## src/verilog/ex_pkg.sv

```systemverilog
package ex_pkg;

  parameter int HISTORY_BITS = 8;  // Branch history length

  typedef logic [63:0]             word_t;
  typedef logic [31:0]             inst_t;
  typedef logic [7:0]              tag_t;
  typedef logic [HISTORY_BITS-1:0] pht_idx_t;

  //////////////////////////////////////////////////////////////////////////////
  // Decoder selects
  //////////////////////////////////////////////////////////////////////////////

  typedef enum logic [1:0] {
    opa_rega,
    opa_mem_disp,
    opa_npc,
    opa_not3
  } opa_sel_e;

  typedef enum logic [1:0] {
    opb_regb,
    opb_alu_imm,
    opb_br_disp
  } opb_sel_e;

  typedef enum logic [4:0] {
    alu_add,
    alu_sub,
    alu_and,
    alu_or,
    alu_xor,
    alu_sll,
    alu_srl,
    alu_sra,
    alu_cmpeq,
    alu_cmpult,
    alu_mulq
  } alu_func_e;

  //////////////////////////////////////////////////////////////////////////////
  // Buses
  //////////////////////////////////////////////////////////////////////////////

  typedef struct packed {
    logic      valid;
    word_t     npc;        // PC+4
    word_t     ppc;        // Predicted next PC
    pht_idx_t  pht_idx;
    inst_t     ir;
    tag_t      dest_tag;
    word_t     rega;
    word_t     regb;
    opa_sel_e  opa_sel;
    opb_sel_e  opb_sel;
    alu_func_e alu_func;
    logic      cond_br;
    logic      uncond_br;
    logic      rd_mem;
    logic      wr_mem;
  } ex_issue_t;

  typedef struct packed {
    logic     valid;
    word_t    npc;
    tag_t     dest_tag;
    word_t    value;
    logic     is_branch;
    logic     taken;
    logic     mispredict;
    pht_idx_t pht_idx;
    word_t    cpc;         // Corrected PC
  } int_out_t;

  typedef struct packed {
    logic  valid;
    word_t npc;
    tag_t  dest_tag;
    word_t value;
  } mult_out_t;

  typedef struct packed {
    logic  valid;
    tag_t  tag;
    word_t value;
  } mem_ret_t;

  typedef struct packed {
    logic     valid;
    word_t    npc;
    tag_t     dest_tag;
    word_t    value;
    logic     mispredict;
    logic     taken;
    logic     is_branch;
    pht_idx_t pht_idx;
    word_t    cpc;
  } ex_result_t;

  typedef struct packed {
    logic  valid;
    tag_t  tag;
    word_t address;
    word_t value;          // Store data
  } lsq_req_t;

endpackage

```

## src/verilog/ex_result_arbiter.sv

```systemverilog
`timescale 1ns/1ps

module ex_result_arbiter import ex_pkg::*; (
  input  logic       clock,
  input  logic       rst_n,
  input  logic       issue_valid,
  input  int_out_t   int_out,
  input  mult_out_t  mult_out,
  input  mem_ret_t   mem_ret,
  output logic       stall,
  output logic       mult_freeze,
  output ex_result_t result
);

  ex_result_t nxt;        // Winner of this cycle
  ex_result_t res_q;      // Registered payload
  logic       res_valid_q;

  // Any higher-priority source holds off issue
  assign stall       = issue_valid & (mem_ret.valid | mult_out.valid);
  assign mult_freeze = mem_ret.valid & mult_out.valid;  // Product cannot leave

  //////////////////////////////////////////////////////////////////////////////
  // Fixed priority: memory, multiplier, integer unit
  //////////////////////////////////////////////////////////////////////////////

  always_comb
  begin
    nxt = '0;
    if (mem_ret.valid)
    begin
      nxt.valid    = 1'b1;
      nxt.dest_tag = mem_ret.tag;
      nxt.value    = mem_ret.value;
    end
    else if (mult_out.valid)
    begin
      nxt.valid    = 1'b1;
      nxt.npc      = mult_out.npc;
      nxt.dest_tag = mult_out.dest_tag;
      nxt.value    = mult_out.value;
    end
    else if (int_out.valid)
    begin
      // stall is low here, so the instruction is accepted this cycle
      nxt.valid      = 1'b1;
      nxt.npc        = int_out.npc;
      nxt.dest_tag   = int_out.dest_tag;
      nxt.value      = int_out.value;
      nxt.mispredict = int_out.mispredict;
      nxt.taken      = int_out.taken;
      nxt.is_branch  = int_out.is_branch;
      nxt.pht_idx    = int_out.pht_idx;
      nxt.cpc        = int_out.cpc;
    end
  end

  always_ff @(posedge clock or negedge rst_n)
  begin
    if (!rst_n)
      res_valid_q <= 1'b0;
    else
      res_valid_q <= nxt.valid;
  end

  always_ff @(posedge clock)
  begin
    res_q <= nxt;
  end

  always_comb
  begin
    result       = res_q;
    result.valid = res_valid_q;
  end

endmodule

```

## config.mk

```make
export PLATFORM = sky130hd
export DESIGN_NAME = ex_result_arbiter
export DESIGN_NICKNAME = d
export VERILOG_FILES = /design/src/verilog/ex_pkg.sv /design/src/verilog/ex_result_arbiter.sv
export SDC_FILE = /design/constraint.sdc
export NUM_CORES = 1
export LEC_CHECK = 0
export BUFFER_PORTS_ARGS = -buffer_cell sky130_fd_sc_hd__buf_4
export CAP_MARGIN = 20
export CORE_AREA = 3 3 247 249
export CTS_CLUSTER_DIAMETER = 50
export DETAILED_ROUTE_END_ITERATION = 16
export DIE_AREA = 0 0 250 252
export PLACE_DENSITY = 0.36
export SLEW_MARGIN = 15
export SYNTH_ARGS = -nofsm -noshare
export SYNTH_HDL_FRONTEND = slang
export SYNTH_SLANG_ARGS = --single-unit
```

## constraint.sdc

```tcl
create_clock -name clock -period 1 [get_ports clock]
set_input_delay 0.25 -clock clock [delete_from_list [all_inputs] [get_ports clock]]
set_output_delay 0.25 -clock clock [all_outputs]
set_load 0.01 [all_outputs]
```

==> results.tsv <==
metric	value	unit
tritoncts	built	
path_clk_slew	0.05	ns
io_pins	639	
slew_headroom	0.8040	
final_core_util	0.3482	
cellLeakagePower	0.008994	uW
via_per_inst	3.758	
drc	0	
clock_sinks	212	
dieArea	0.06300	mm^2
synthFlopType	dfxtp_1	
cp-end-kind	output port	
routabilityCongestion	0.8212	
critPathArrivalTime	1.03	ns
post_drt_wl_per_cell	16.42	um
dp.final_hpwl	33.12	mm
fin_cells	2719	
yosys.area.top_type	dfxtp_1	
grt_pass1_wl	66.34	mm
ys_top_cells_by_area	dfxtp_1 (53%), a21oi_1 (13%), nand3b_1 (13%)	
grt_start_max_net_pins	44	
slew_violations	0	
ys_top_cells_by_count	dfxtp_1 (211), a21oi_1 (208), nand3b_1 (136)	
coreArea	0.05891	mm^2
hold_class	input pin to flip-flop	
post-place-cells	2258	
whs	0.04221	ns
ys_seq_area_frac	0.5370	
drtAntennaViolNets	0	
synth_area_per_cell	9.331	um^2
syn_nets	1273	
crit_type	flip-flop to output port	
drive_gt1_frac	0.5108	
synth-async-reset-ratio	0.004717	
crit_chain	buf_6	
period_minus_slack	1.279	ns
cpLargestDelayFamily	flip-flops	
drt_iter0_drc	318	
wl	44.65	mm
grt.overflow.total	0	
drtPass1Iterations	6	
hold_viol	0	
start_kind	flip-flop	
fin_ws	-0.2789	ns
finalSetupViolations	212	
total_power	28970	uW
io_buffers	638	
synth_top_area_frac	0.5338	
cts_max_path_buffers	3	
finish.net_count	2341	
failed_checks	setup timing	
synth-edff-count	0	
ys_warn_count	0	
vias	10220	
grt_pass1_vias	11530	
max_cap_viol_count	0	
worstPathMaxFanout	1	
synthesis.area	0.007913	mm^2
htree_levels	2	
area_growth	159.3	%
critPathRequiredTime	0.75	ns
synth_most_common_cell	dfxtp_1	
worst-path-buf-inv	1	
syn_inst	848	
crit_slowest_cell	dfrtp_1	
rows	89	
min_period_over_period	1.279	
initial_core_util	0.1343	
worst_pin_slew	0.2940	ns
slowest_delay	0.38	ns
grt_antenna_before_repair	1	
grt_usage	0.1358	
die_w	250	um
rsz0062_at_grt	yes	
yosysUniqueCellTypes	14	
power_density	1412	mW/mm^2
num_antenna_cells	0	
dieHeight	252	um
post-place-ws	-0.2822	ns
cts_made_buffers	40	
status	complete, but fails checks	
vdd_drop_max	0.001226	V
synth_seq_cells	212	
root_buffer	clkbuf_16	
max_freq	781.9	MHz
routing by layer:
layer | global-route usage | up-vias | share of wire
li1 | - | 4998 | -
met3 | 0.04154 | 97 | 0.076
met5 | 0 | - | 0
met1 | 0.1440 | 4704 | 0.37
met4 | 0.05802 | 0 | 0.039
met2 | 0.2489 | 420 | 0.51
per-stage QoR:
stage	instance area [um^2]	setup TNS, ns
3_5_place_dp	14120	-33.62
5_1_grt	20510	-53.51
4_1_cts	20470	-54.53
6_report	20510	-42.69
3_3_place_gp	14120	-32.34
2_1_floorplan	7919	0
where the power goes:
part           leakage, uW  switching, uW  total [uW]  internal (uW)
registers          0.00181            245        9300           9050
clock network     0.000674           4800       14100           9260
logic              0.00651           1930        5620           3680
layout make-up:
cell class                 instances  area, um^2
fill                            6007       38390
clock inverter                    19       252.7
multi-input combinational        559        3261
clock buffer                      53        1131
sequential                       212        4519
tap                              773       967.2
timing repair buffer            1103       10380
registers in the layout (all words and copies together) (netlist names):
name and flops:
result 211, res_valid_q 1
layout by cell type, fill, tap and decap left out:
cell and n:
and2_1 76, dfxtp_4 3, o21a_1 1, or3_1 1, nor2b_1 72, bufinv_16 5
buf_12 20, dfrtp_1 1, clkbuf_1 6, buf_6 212, clkbuf_16 41, dfxtp_1 1
a21oi_1 208, clkinvlp_4 3, buf_4 481, nand2_1 64, dlygate4sd3_1 386, clkbuf_8 6
clkinv_4 3, nand3b_1 136, dfxtp_2 207, inv_6 2, bufbuf_16 2, clkinv_2 5
buf_16 2, inv_8 1, nor3b_4 1
kinds of logic (layout without fill, tap and decap cells):
family	after synthesis	after routing	synth area share
AND/OR/NAND/NOR	350	350	0.2788
flip-flops	212	212	0.5370
AO/OA/AOI/OAI	209	209	0.1325
buffers and inverters	77	1175	0.05171
worst paths after layout:
check / startpoint / cells past startpoint / end / slack (ns)
setup / recovery: res_valid_q / 1 / result[211] / -0.28
hold / removal: mult_out[18] / 3 / result[93] / 0.04
max in group asynchronous: rst_n / 3 / res_valid_q / 0.29
min in group asynchronous: rst_n / 3 / res_valid_q / 0.60
timing repair:
action | CTS | global route
pin swaps | 1 | 0
gates cloned | 2 | 0
endpoints found under the hold margin | 209 | 0
gates resized for setup | 394 | 37
setup endpoints to repair | 214 | 212
setup buffers | 3 | 0
hold buffers | 386 | 0
No activity file was read; power rests on OpenSTA's default activity.
